===== config.mk =====
export PLATFORM = sky130hd
export DESIGN_NAME = telemetry_link
export DESIGN_NICKNAME = d
export VERILOG_FILES = /design/src/telemetry_pkg.sv /design/src/uart_rx.sv /design/src/uart_tx.sv /design/src/cmd_decoder.sv /design/src/frame_scanner.sv /design/src/telemetry_link.sv
export SDC_FILE = /design/constraint.sdc
export NUM_CORES = 1
export LEC_CHECK = 0
export BUFFER_PORTS_ARGS = -buffer_cell sky130_fd_sc_hd__buf_4
export CORE_MARGIN = 5
export CORE_UTILIZATION = 40
export CTS_CLUSTER_SIZE = 30
export DETAILED_ROUTE_END_ITERATION = 8
export SYNTH_ARGS = -nofsm -noshare
export SYNTH_HDL_FRONTEND = slang
export SYNTH_SLANG_ARGS = --single-unit

===== constraint.sdc =====
create_clock -name clk -period 3.4 [get_ports clk]
set_clock_uncertainty 0.05 [all_clocks]
set_input_delay 0.34 -clock clk [delete_from_list [all_inputs] [get_ports clk]]
set_output_delay 0.34 -clock clk [all_outputs]
set_load 0.1 [all_outputs]

===== src/telemetry_pkg.sv =====
package telemetry_pkg;

        // One byte on the wire
        typedef logic [7:0] byte_t;

        // Payload bits carried in each data byte, bit 7 stays clear
        localparam int PAYLOAD_BITS = 7;

        typedef logic [PAYLOAD_BITS-1:0] payload_t;

        // Input sample, two payloads
        typedef logic [2*PAYLOAD_BITS-1:0] sample_t;

        // Command value, three payloads
        typedef logic [3*PAYLOAD_BITS-1:0] value_t;

        // Received byte with its strobe
        typedef struct packed {
                logic  valid;
                byte_t data;
        } rx_byte_t;

        // Header of the command for channel 0
        localparam int HEADER_BASE = 150;

        // Flag byte for the upper half of input 0
        localparam int FLAG_BASE = 200;

endpackage


===== src/uart_rx.sv =====
`timescale 1ns/1ps

module uart_rx
        import telemetry_pkg::*;
#(
        parameter int CLKS_PER_BIT = 16
)
(
        input  logic     clk,
        input  logic     rst_n,
        input  logic     rx,
        output rx_byte_t rx_byte
);

        localparam int CW = $clog2(CLKS_PER_BIT);

        typedef enum logic [1:0] {
                S_IDLE,
                S_START,
                S_DATA,
                S_STOP
        } rx_state_t;

        rx_state_t      state;
        logic           rx_meta;
        logic           rx_sync;
        logic [CW-1:0]  cnt;
        logic [2:0]     bit_cnt;
        logic           valid_q;
        byte_t          shreg;

        // Two-flop synchronizer, idles high
        always_ff @(posedge clk or negedge rst_n)
        begin
                if (!rst_n)
                begin
                        rx_meta <= 1'b1;
                        rx_sync <= 1'b1;
                end
                else
                begin
                        rx_meta <= rx;
                        rx_sync <= rx_meta;
                end
        end

        always_ff @(posedge clk or negedge rst_n)
        begin
                if (!rst_n)
                begin
                        state   <= S_IDLE;
                        cnt     <= '0;
                        bit_cnt <= '0;
                        valid_q <= 1'b0;
                end
                else
                begin
                        valid_q <= 1'b0;
                        cnt     <= cnt + 1'b1;
                        case (state)
                        S_IDLE:
                        begin
                                cnt <= '0;
                                if (!rx_sync)
                                        state <= S_START;
                        end
                        S_START:
                        begin
                                // Half a bit in, recheck for a glitch
                                if (cnt == CW'(CLKS_PER_BIT / 2 - 1))
                                begin
                                        cnt     <= '0;
                                        bit_cnt <= '0;
                                        state   <= rx_sync ? S_IDLE : S_DATA;
                                end
                        end
                        S_DATA:
                        begin
                                if (cnt == CW'(CLKS_PER_BIT - 1))
                                begin
                                        cnt     <= '0;
                                        bit_cnt <= bit_cnt + 1'b1;
                                        if (bit_cnt == 3'd7)
                                                state <= S_STOP;
                                end
                        end
                        default:
                        begin
                                if (cnt == CW'(CLKS_PER_BIT - 1))
                                begin
                                        // Framing error drops the byte
                                        valid_q <= rx_sync;
                                        state   <= S_IDLE;
                                end
                        end
                        endcase
                end
        end

        // LSB first
        always_ff @(posedge clk)
        begin
                if (state == S_DATA && cnt == CW'(CLKS_PER_BIT - 1))
                        shreg <= {rx_sync, shreg[7:1]};
        end

        assign rx_byte.valid = valid_q;
        assign rx_byte.data  = shreg;

        a_single_valid: assert property (@(posedge clk) disable iff (!rst_n)
                valid_q |=> !valid_q);

endmodule


===== src/uart_tx.sv =====
`timescale 1ns/1ps

module uart_tx
        import telemetry_pkg::*;
#(
        parameter int CLKS_PER_BIT = 16
)
(
        input  logic  clk,
        input  logic  rst_n,
        input  byte_t tx_byte,
        output logic  tx,
        output logic  send
);

        localparam int CW = $clog2(CLKS_PER_BIT);

        logic [CW-1:0] cnt;
        logic [3:0]    bit_cnt;
        logic [9:0]    shreg;
        logic          bit_end;
        logic          load;

        assign bit_end = (cnt == CW'(CLKS_PER_BIT - 1));

        // End of the stop bit, next frame starts
        assign load = bit_end && (bit_cnt == 4'd9);

        // Reset state sits at a frame boundary so the first byte leaves at once
        always_ff @(posedge clk or negedge rst_n)
        begin
                if (!rst_n)
                begin
                        cnt     <= CW'(CLKS_PER_BIT - 1);
                        bit_cnt <= 4'd9;
                        shreg   <= '1;
                        send    <= 1'b0;
                end
                else
                begin
                        send <= load;
                        if (bit_end)
                        begin
                                cnt <= '0;
                                if (load)
                                begin
                                        // Stop, data, start
                                        shreg   <= {1'b1, tx_byte, 1'b0};
                                        bit_cnt <= '0;
                                end
                                else
                                begin
                                        shreg   <= {1'b1, shreg[9:1]};
                                        bit_cnt <= bit_cnt + 1'b1;
                                end
                        end
                        else
                        begin
                                cnt <= cnt + 1'b1;
                        end
                end
        end

        assign tx = shreg[0];

        a_start_with_send: assert property (@(posedge clk) disable iff (!rst_n)
                send |-> !tx);

endmodule


===== src/cmd_decoder.sv =====
`timescale 1ns/1ps

module cmd_decoder
        import telemetry_pkg::*;
#(
        parameter int NUM_OUT = 6
)
(
        input  logic     clk,
        input  logic     rst_n,
        input  rx_byte_t rx_byte,
        output value_t   values [NUM_OUT],
        output logic     data_ready
);

        localparam int    IW     = (NUM_OUT > 1) ? $clog2(NUM_OUT) : 1;
        localparam byte_t HDR_LO = byte_t'(HEADER_BASE);
        localparam byte_t HDR_HI = byte_t'(HEADER_BASE + NUM_OUT);

        typedef enum logic [1:0] {
                S_HUNT,
                S_P1,
                S_P2,
                S_P3
        } cmd_state_t;

        cmd_state_t     state;
        logic [IW-1:0]  idx;
        payload_t       part1;
        payload_t       part2;
        byte_t          hdr_off;
        logic           hdr_ok;

        assign hdr_off = rx_byte.data - HDR_LO;
        assign hdr_ok  = (rx_byte.data >= HDR_LO) && (rx_byte.data < HDR_HI);

        always_ff @(posedge clk or negedge rst_n)
        begin
                if (!rst_n)
                begin
                        state      <= S_HUNT;
                        idx        <= '0;
                        data_ready <= 1'b0;
                        for (int i = 0; i < NUM_OUT; i++)
                                values[i] <= '0;
                end
                else
                begin
                        data_ready <= 1'b0;
                        if (rx_byte.valid)
                        begin
                                case (state)
                                S_HUNT:
                                begin
                                        // Anything but a known header is skipped
                                        if (hdr_ok)
                                        begin
                                                idx   <= hdr_off[IW-1:0];
                                                state <= S_P1;
                                        end
                                end
                                S_P1:
                                        state <= S_P2;
                                S_P2:
                                        state <= S_P3;
                                default:
                                begin
                                        values[idx] <= {part1, part2,
                                                        rx_byte.data[PAYLOAD_BITS-1:0]};
                                        data_ready  <= 1'b1;
                                        state       <= S_HUNT;
                                end
                                endcase
                        end
                end
        end

        // Partial payloads, most significant first
        always_ff @(posedge clk)
        begin
                if (rx_byte.valid && state == S_P1)
                        part1 <= rx_byte.data[PAYLOAD_BITS-1:0];
                if (rx_byte.valid && state == S_P2)
                        part2 <= rx_byte.data[PAYLOAD_BITS-1:0];
        end

        a_idx_in_range: assert property (@(posedge clk) disable iff (!rst_n)
                (rx_byte.valid && state == S_P3) |-> (int'(idx) < NUM_OUT));

endmodule


===== src/frame_scanner.sv =====
`timescale 1ns/1ps

module frame_scanner
        import telemetry_pkg::*;
#(
        parameter int NUM_IN = 4
)
(
        input  logic    clk,
        input  logic    rst_n,
        input  sample_t samples [NUM_IN],
        input  logic    send,
        output byte_t   tx_byte
);

        localparam int CHW = (NUM_IN > 1) ? $clog2(NUM_IN) : 1;

        logic [CHW-1:0] ch;
        logic [1:0]     phase;
        sample_t        snap [NUM_IN];
        sample_t        cur;
        logic           snap_en;

        // Flag of channel 0 going out starts a new frame
        assign snap_en = send && (phase == 2'd0) && (ch == '0);

        always_ff @(posedge clk or negedge rst_n)
        begin
                if (!rst_n)
                begin
                        ch    <= '0;
                        phase <= 2'd0;
                end
                else if (send)
                begin
                        phase <= phase + 1'b1;
                        if (phase == 2'd3)
                        begin
                                if (ch == CHW'(NUM_IN - 1))
                                        ch <= '0;
                                else
                                        ch <= ch + 1'b1;
                        end
                end
        end

        always_ff @(posedge clk)
        begin
                if (snap_en)
                        snap <= samples;
        end

        assign cur = snap[ch];

        // Flag M, upper half, flag L, lower half
        always_comb
        begin
                case (phase)
                2'd0:
                        tx_byte = byte_t'(FLAG_BASE + 2 * int'(ch));
                2'd1:
                        tx_byte = {1'b0, cur[2*PAYLOAD_BITS-1:PAYLOAD_BITS]};
                2'd2:
                        tx_byte = byte_t'(FLAG_BASE + 2 * int'(ch) + 1);
                default:
                        tx_byte = {1'b0, cur[PAYLOAD_BITS-1:0]};
                endcase
        end

        a_payload_msb_clear: assert property (@(posedge clk) disable iff (!rst_n)
                (send && phase[0]) |-> !tx_byte[7]);

endmodule


===== src/telemetry_link.sv =====
`timescale 1ns/1ps

module telemetry_link
        import telemetry_pkg::*;
#(
        parameter int CLKS_PER_BIT = 16,
        parameter int NUM_IN       = 4,
        parameter int NUM_OUT      = 6
)
(
        input  logic    clk,
        input  logic    rst_n,
        input  logic    rx,
        input  sample_t samples [NUM_IN],
        output logic    tx,
        output logic    send,
        output value_t  values [NUM_OUT],
        output logic    data_ready
);

        rx_byte_t rx_byte;
        byte_t    tx_byte;

        // Command path
        uart_rx #(
                .CLKS_PER_BIT (CLKS_PER_BIT)
        ) rx0 (
                .clk     (clk),
                .rst_n   (rst_n),
                .rx      (rx),
                .rx_byte (rx_byte)
        );

        cmd_decoder #(
                .NUM_OUT (NUM_OUT)
        ) dec0 (
                .clk        (clk),
                .rst_n      (rst_n),
                .rx_byte    (rx_byte),
                .values     (values),
                .data_ready (data_ready)
        );

        // Sample stream
        frame_scanner #(
                .NUM_IN (NUM_IN)
        ) scan0 (
                .clk     (clk),
                .rst_n   (rst_n),
                .samples (samples),
                .send    (send),
                .tx_byte (tx_byte)
        );

        uart_tx #(
                .CLKS_PER_BIT (CLKS_PER_BIT)
        ) tx0 (
                .clk     (clk),
                .rst_n   (rst_n),
                .tx_byte (tx_byte),
                .tx      (tx),
                .send    (send)
        );

endmodule


Word-level counts from Yosys, hierarchy flattened:

Index checks and enable logic that the tools add are counted.

* bits of input ports: 59
* register bits: 245
* output and inout bits: 129
* word-level logic and storage cells: 115

* eq/ne operators: 18
* add/sub/neg operators: 9
* reduce and logical (&&, ||, !) cells: 22
* mux-type cells: 30
* bitwise logic cells: 3
* order comparisons: 5

Operators by type and width (number)
* $bwmux 126: 1
* $demux 21 s3: 1
* $bmux 14 s2: 1
* $mux 14: 2
* $pmux 8 s3: 1
* $mux 21: 1
* $mux 2: 8
* $mux 4: 4
* $add 4x1->4 const B: 3
* $eq 4x4->1 const B: 3
* $pmux 2 s3: 2
* $pmux 4 s3: 1
* $eq 2x2->1 const B: 5
* $mux 9: 1
* $add 8x2->8 const B: 1
* $add 8x3->8 const A: 1
* $ge 8x8->1 const B: 1
* $logic_and 1x1->1: 8
* $logic_not 2->1: 4
* $lt 8x8->1 const B: 1
* $ne 2x1->1 const B: 4
* $eq 2x1->1 const B: 3
* $mux 3: 2
* $pmux 3 s2: 1
* 19 further kinds: 27

Logic depth before layout (Yosys ltp):

* word-level depth: 6
* depth in mapped cells: 7
* mapped depth without buffers: 6

Cells and area by module:

From an unflattened synthesis, not the netlist that was laid out.

* cells, all modules: 614
* area total of the unflattened synthesis: 9713.1 um^2

By module, submodules not included
* cmd_decoder: instances 1, cells each 334, area an instance 5597.9 um^2, seq. area each 3723.6 um^2
* frame_scanner: instances 1, cells each 134, area an instance 2466.1 um^2, seq. area each 1781.7 um^2
* uart_tx: instances 1, cells each 85, area an instance 830.8 um^2, seq. area each 469.2 um^2
* uart_rx: instances 1, cells each 61, area an instance 818.3 um^2, seq. area each 543.0 um^2

Worst setup path before layout:

OpenSTA, ideal clock, no wires.

* path kind: flip-flop to flip-flop
* start: reg tx0.send
* end: reg scan0.snap[0] (netlist bit), enable pin
* buffers on the path: 0
* clock period less this slack: 2958 ps
* library setup time: 420 ps
* required time: 2930 ps
* stages on the path, launching flop included: 2
* arrival: 2488 ps
* path slack: 442 ps
* cell sequence: dfrtp_1 -> and3_1

* cells in the longest elaborated chain, start to end: 2

RTL lines
* start: declaration: RTL line uart_tx.sv:13 `output logic send`
* start signal: assignment: RTL line uart_tx.sv:41 `send <= load;`
* $logic_and 1x1->1 (2 in series): RTL line frame_scanner.sv:25 `assign snap_en = send && (phase == 2'd0) && (ch == '0);`
* net scan0.snap_en: RTL line frame_scanner.sv:22 `logic snap_en;`
* end signal: assignment: RTL line frame_scanner.sv:50 `snap <= samples;`
* end: declaration: RTL line frame_scanner.sv:20 `sample_t snap [NUM_IN];`

The timed path passes the listed nets, and every way through them passes these cells.
A chain may end at the register's enable or synchronous reset.

Worst setup path after layout:

* start: reg dec0.state[1]
* end: reg dec0.values[77] (netlist bit)

* cells in the longest elaborated chain, start to end: 4
* elaborated cells on any way between the ends: 6
* classes of those cells: eq/ne: 2; bitwise: 1; reduce/logical: 3

RTL lines
* start: declaration: RTL line cmd_decoder.sv:27 `cmd_state_t state;`
* start signal: assignment: RTL line cmd_decoder.sv:41 `state <= S_HUNT;`
* start signal: assignment: RTL line cmd_decoder.sv:59 `state <= S_P1;`
* start signal: assignment: RTL line cmd_decoder.sv:63 `state <= S_P2;`
* $eq 2x2->1, or another cell as far along: RTL line cmd_decoder.sv:52 `case (state)`
* $reduce_or 3->1 (no source line) *
* $not 1->1 (no source line) *
* $reduce_and 2->1 (no source line) *
* end signal: indexed assignment: RTL line cmd_decoder.sv:68 `values[idx] <= {part1, part2,`
* end: declaration: RTL line cmd_decoder.sv:12 `output value_t values [NUM_OUT],`

Every way passes the cells marked *; elsewhere a longest branch is shown, timed or not.

==> impl_results.md <==
* Cell Rows at 56
* DR vias at 6042
* Die height at 165 um
* Leakage power total at 0.00601 uW
* 1st-iter DRT viols at 280
* FFs w/ async S/R, synth at 68.0%
* Count leader, synth: dfrtp_1
* Post-Syn Instances at 610
* Worst setup SP type: flop
* Crit-path cells: ha_1 > nand2_1 > inv_1 > nand2b_1 > nor3_4 > mux2_2
* DRC violations left at 0
* Largest net degree at the start of global routing at 98
* Worst path required time at 3750 ps
* Nets@finish at 949
* Total Routing Usage GR at 17.1%
* Worst path arrival time at 2730 ps
* Slowest stage delay, CP at 820 ps
* Clock tree buffer depth at 3
* Num CTS Buffers at 26
* Total number of yosys warnings at 0
* Initial Utilization at 40.8%
* Slew headroom at 30.7%
* Worst-path fanout max at 21
* Hold Crit Class: reg2reg
* Post-synth top cells: dfrtp_1 (149), mux2_2 (91), edfxtp_1 (78)
* N_diodes at 0
* Total Power at 6300 uW
* Setup tns final at 0 ps
* Max cap viols at 0
* Clock transition at path regs at 60 ps
* Grt total ovfl at 0
* Outcome: finished clean
* Initial antenna violation count at 0
* #FFs+latches synth at 244
* PostCTS Resize Cnt at 0
* Port buffer count at 187
* Max-slew violation count at 0
* Count of cell types in the netlist at 51
* CTS tree: done
* Clk_lat worst skew at 520 ps
* Minimum clock period at 2380 ps
* Core area at 0.0235 mm2
* Vias in the first global route at 6649
* Part of the cycle the worst path needs at 69.9%
* Peak VDD IR at 0.273 mV
* Mapped cell area at 0.00962 mm2
* Postcts setup bufs at 0
* Seq/Total Area, Yosys at 67.8%
* Fmax at 0.421 GHz
* Crit path capture type: flop
* Ys flop type: dfrtp_1
* # hold bufs at CTS at 58
* Number of placed I/O pins at 188
* RSZ-0062 raised after global routing: false
* EDFF count, synth at 78
* Slew @ Worst Pin at 1040 ps
* Synth top area cells: dfrtp_1 (39%), edfxtp_1 (24%), mux2_2 (11%), dfstp_2 (4.6%), mux2_1 (4.6%)
* Final WL at 23.3 mm
* Setup-failing EPs final at 0
* Synth Net Count at 692
* H-tree depth at 1
* CTS Sinks at 244
* DRT antenna net count at 0
* 1st-pass router iterations at 6
* RePlAce Congestion at 0.813
* Synth top area share at 38.8%
* CTS root buf: clkbuf_16
* Setup CP Type: reg2reg
* Power per standard cell area at 490 mW/mm2
* P&R area growth vs syn at 33.7%
* Post-DR vias/cell at 5.01
* Share of cells above drive strength 1 at 40.2%
* Die area at 0.0272 mm2
* Cell taking the most area after synthesis: dfrtp_1
* WL/cell at 19.3 um
* Dpl hpwl at 15.9 mm
* Worst path slowest cell: nor3_4
* Synthesized area per cell at 15.8 um2
* First-pass GRT wire length at 36.4 mm
* Endpoints failing hold at 0
* Fill count at 1952
* Die Span X at 165 um
-- final timing paths --
| path | startpoint | slack, ps | to | cells past startpoint |
|---|---|---|---|---|
| max | dec0.state[1] | 1020 | dec0.values[77] | 6 |
| min | rx0.rx_meta | 310 | rx0.rx_sync | 0 |
| max reg2reg | dec0.state[1] | 1020 | dec0.values[77] | 6 |
| min reg2reg | rx0.rx_meta | 310 | rx0.rx_sync | 0 |
| max in group asynchronous | rst_n | 1960 | dec0.values[17] | 3 |
| min in group asynchronous | rst_n | 430 | dec0.values[92] | 2 |
-- worst max-delay path, delay by kind of cell (launching register included) --
family | cells | cell delay, ps
and+or+nand+nor | 3 | 1080
muxes | 1 | 420
DFF | 1 | 410
adders and majority gates | 1 | 170
buffers and inverters | 1 | 130
-- cell usage in the layout, fill, tap and decap left out, types with 7 or more instances in the layout --
cell type,count
mux2i_1,22
nor2_1,19
inv_1,17
a21oi_1,10
mux2_2,91
dfstp_2,17
nand3_1,7
o22ai_1,13
mux2_1,39
dfrtp_1,149
clkbuf_16,27
edfxtp_1,78
o21ai_0,22
dlygate4sd3_1,58
ha_1,23
buf_4,195
nand2_1,17
-- final cells by class --
type	instances	area (um2)	area share (%)
flip-flops and latches	244	6520	50.7
multi-input cells	323	2910	22.7
repair buffers	255	2080	16.1
inverters	17	63.8	0.496
well taps	319	399	3.10
clock buffers	35	736	5.72
clock inverters	13	153	1.19
-- sequential cells by signal (all words and copies together) (netlist names), 2 cells and up --
signal / count
scan0.phase: 2
tx0.shreg: 9
scan0.ch: 2
rx0.shreg: 8
tx0.bit_cnt: 4
dec0.part1: 7
tx0.cnt: 4
dec0.idx: 3
rx0.bit_cnt: 3
dec0.part2: 7
dec0.state: 2
scan0.snap: 56
rx0.state: 2
rx0.cnt: 4
dec0.values: 126
-- power breakdown --
group | total [uW] | internal (uW) | switching, uW
registers | 3090 | 3060 | 28.4
logic | 338 | 167 | 171
clock network | 2870 | 1750 | 1120
-- per-layer routing --
layer	GRT usage [%]	routed length (um)	vias to the layer above
li1	-	-	2749
met3	3.23	1160	44
met1	21.8	9700	3091
met4	5.56	619	0
met5	0	0	-
met2	29.4	11800	158
-- logic make-up (layout without fill, tap and decap cells) --
family | count (synthesis) | in the layout | synth area share, %
DFF | 244 | 244 | 67.8
muxes | 155 | 155 | 18.2
and+or+nand+nor | 78 | 78 | 4.41
AOI/OAI and AO/OA | 64 | 64 | 4.16
buffers and inverters | 43 | 320 | 2.17
adders and majority gates | 23 | 23 | 2.99
xor gates and xnor gates | 3 | 3 | 0.273
-- stage by stage --
stage | cell area [um2] | cells | hold WS, ps | utilization (%) | setup WS [ps]
floorplan | 9620 | 610 | -5.59 | - | 442
global placement | 11400 | 1100 | 298 | 48.4 | 1100
detailed placement | 11400 | 1100 | 305 | 48.4 | 1010
CTS | 12900 | 1206 | 314 | 54.6 | 1000
global route | 12900 | 1206 | 317 | 54.6 | 889
finish | 12900 | 1206 | 312 | 54.6 | 1020
(Power assumes the default switching activity.)
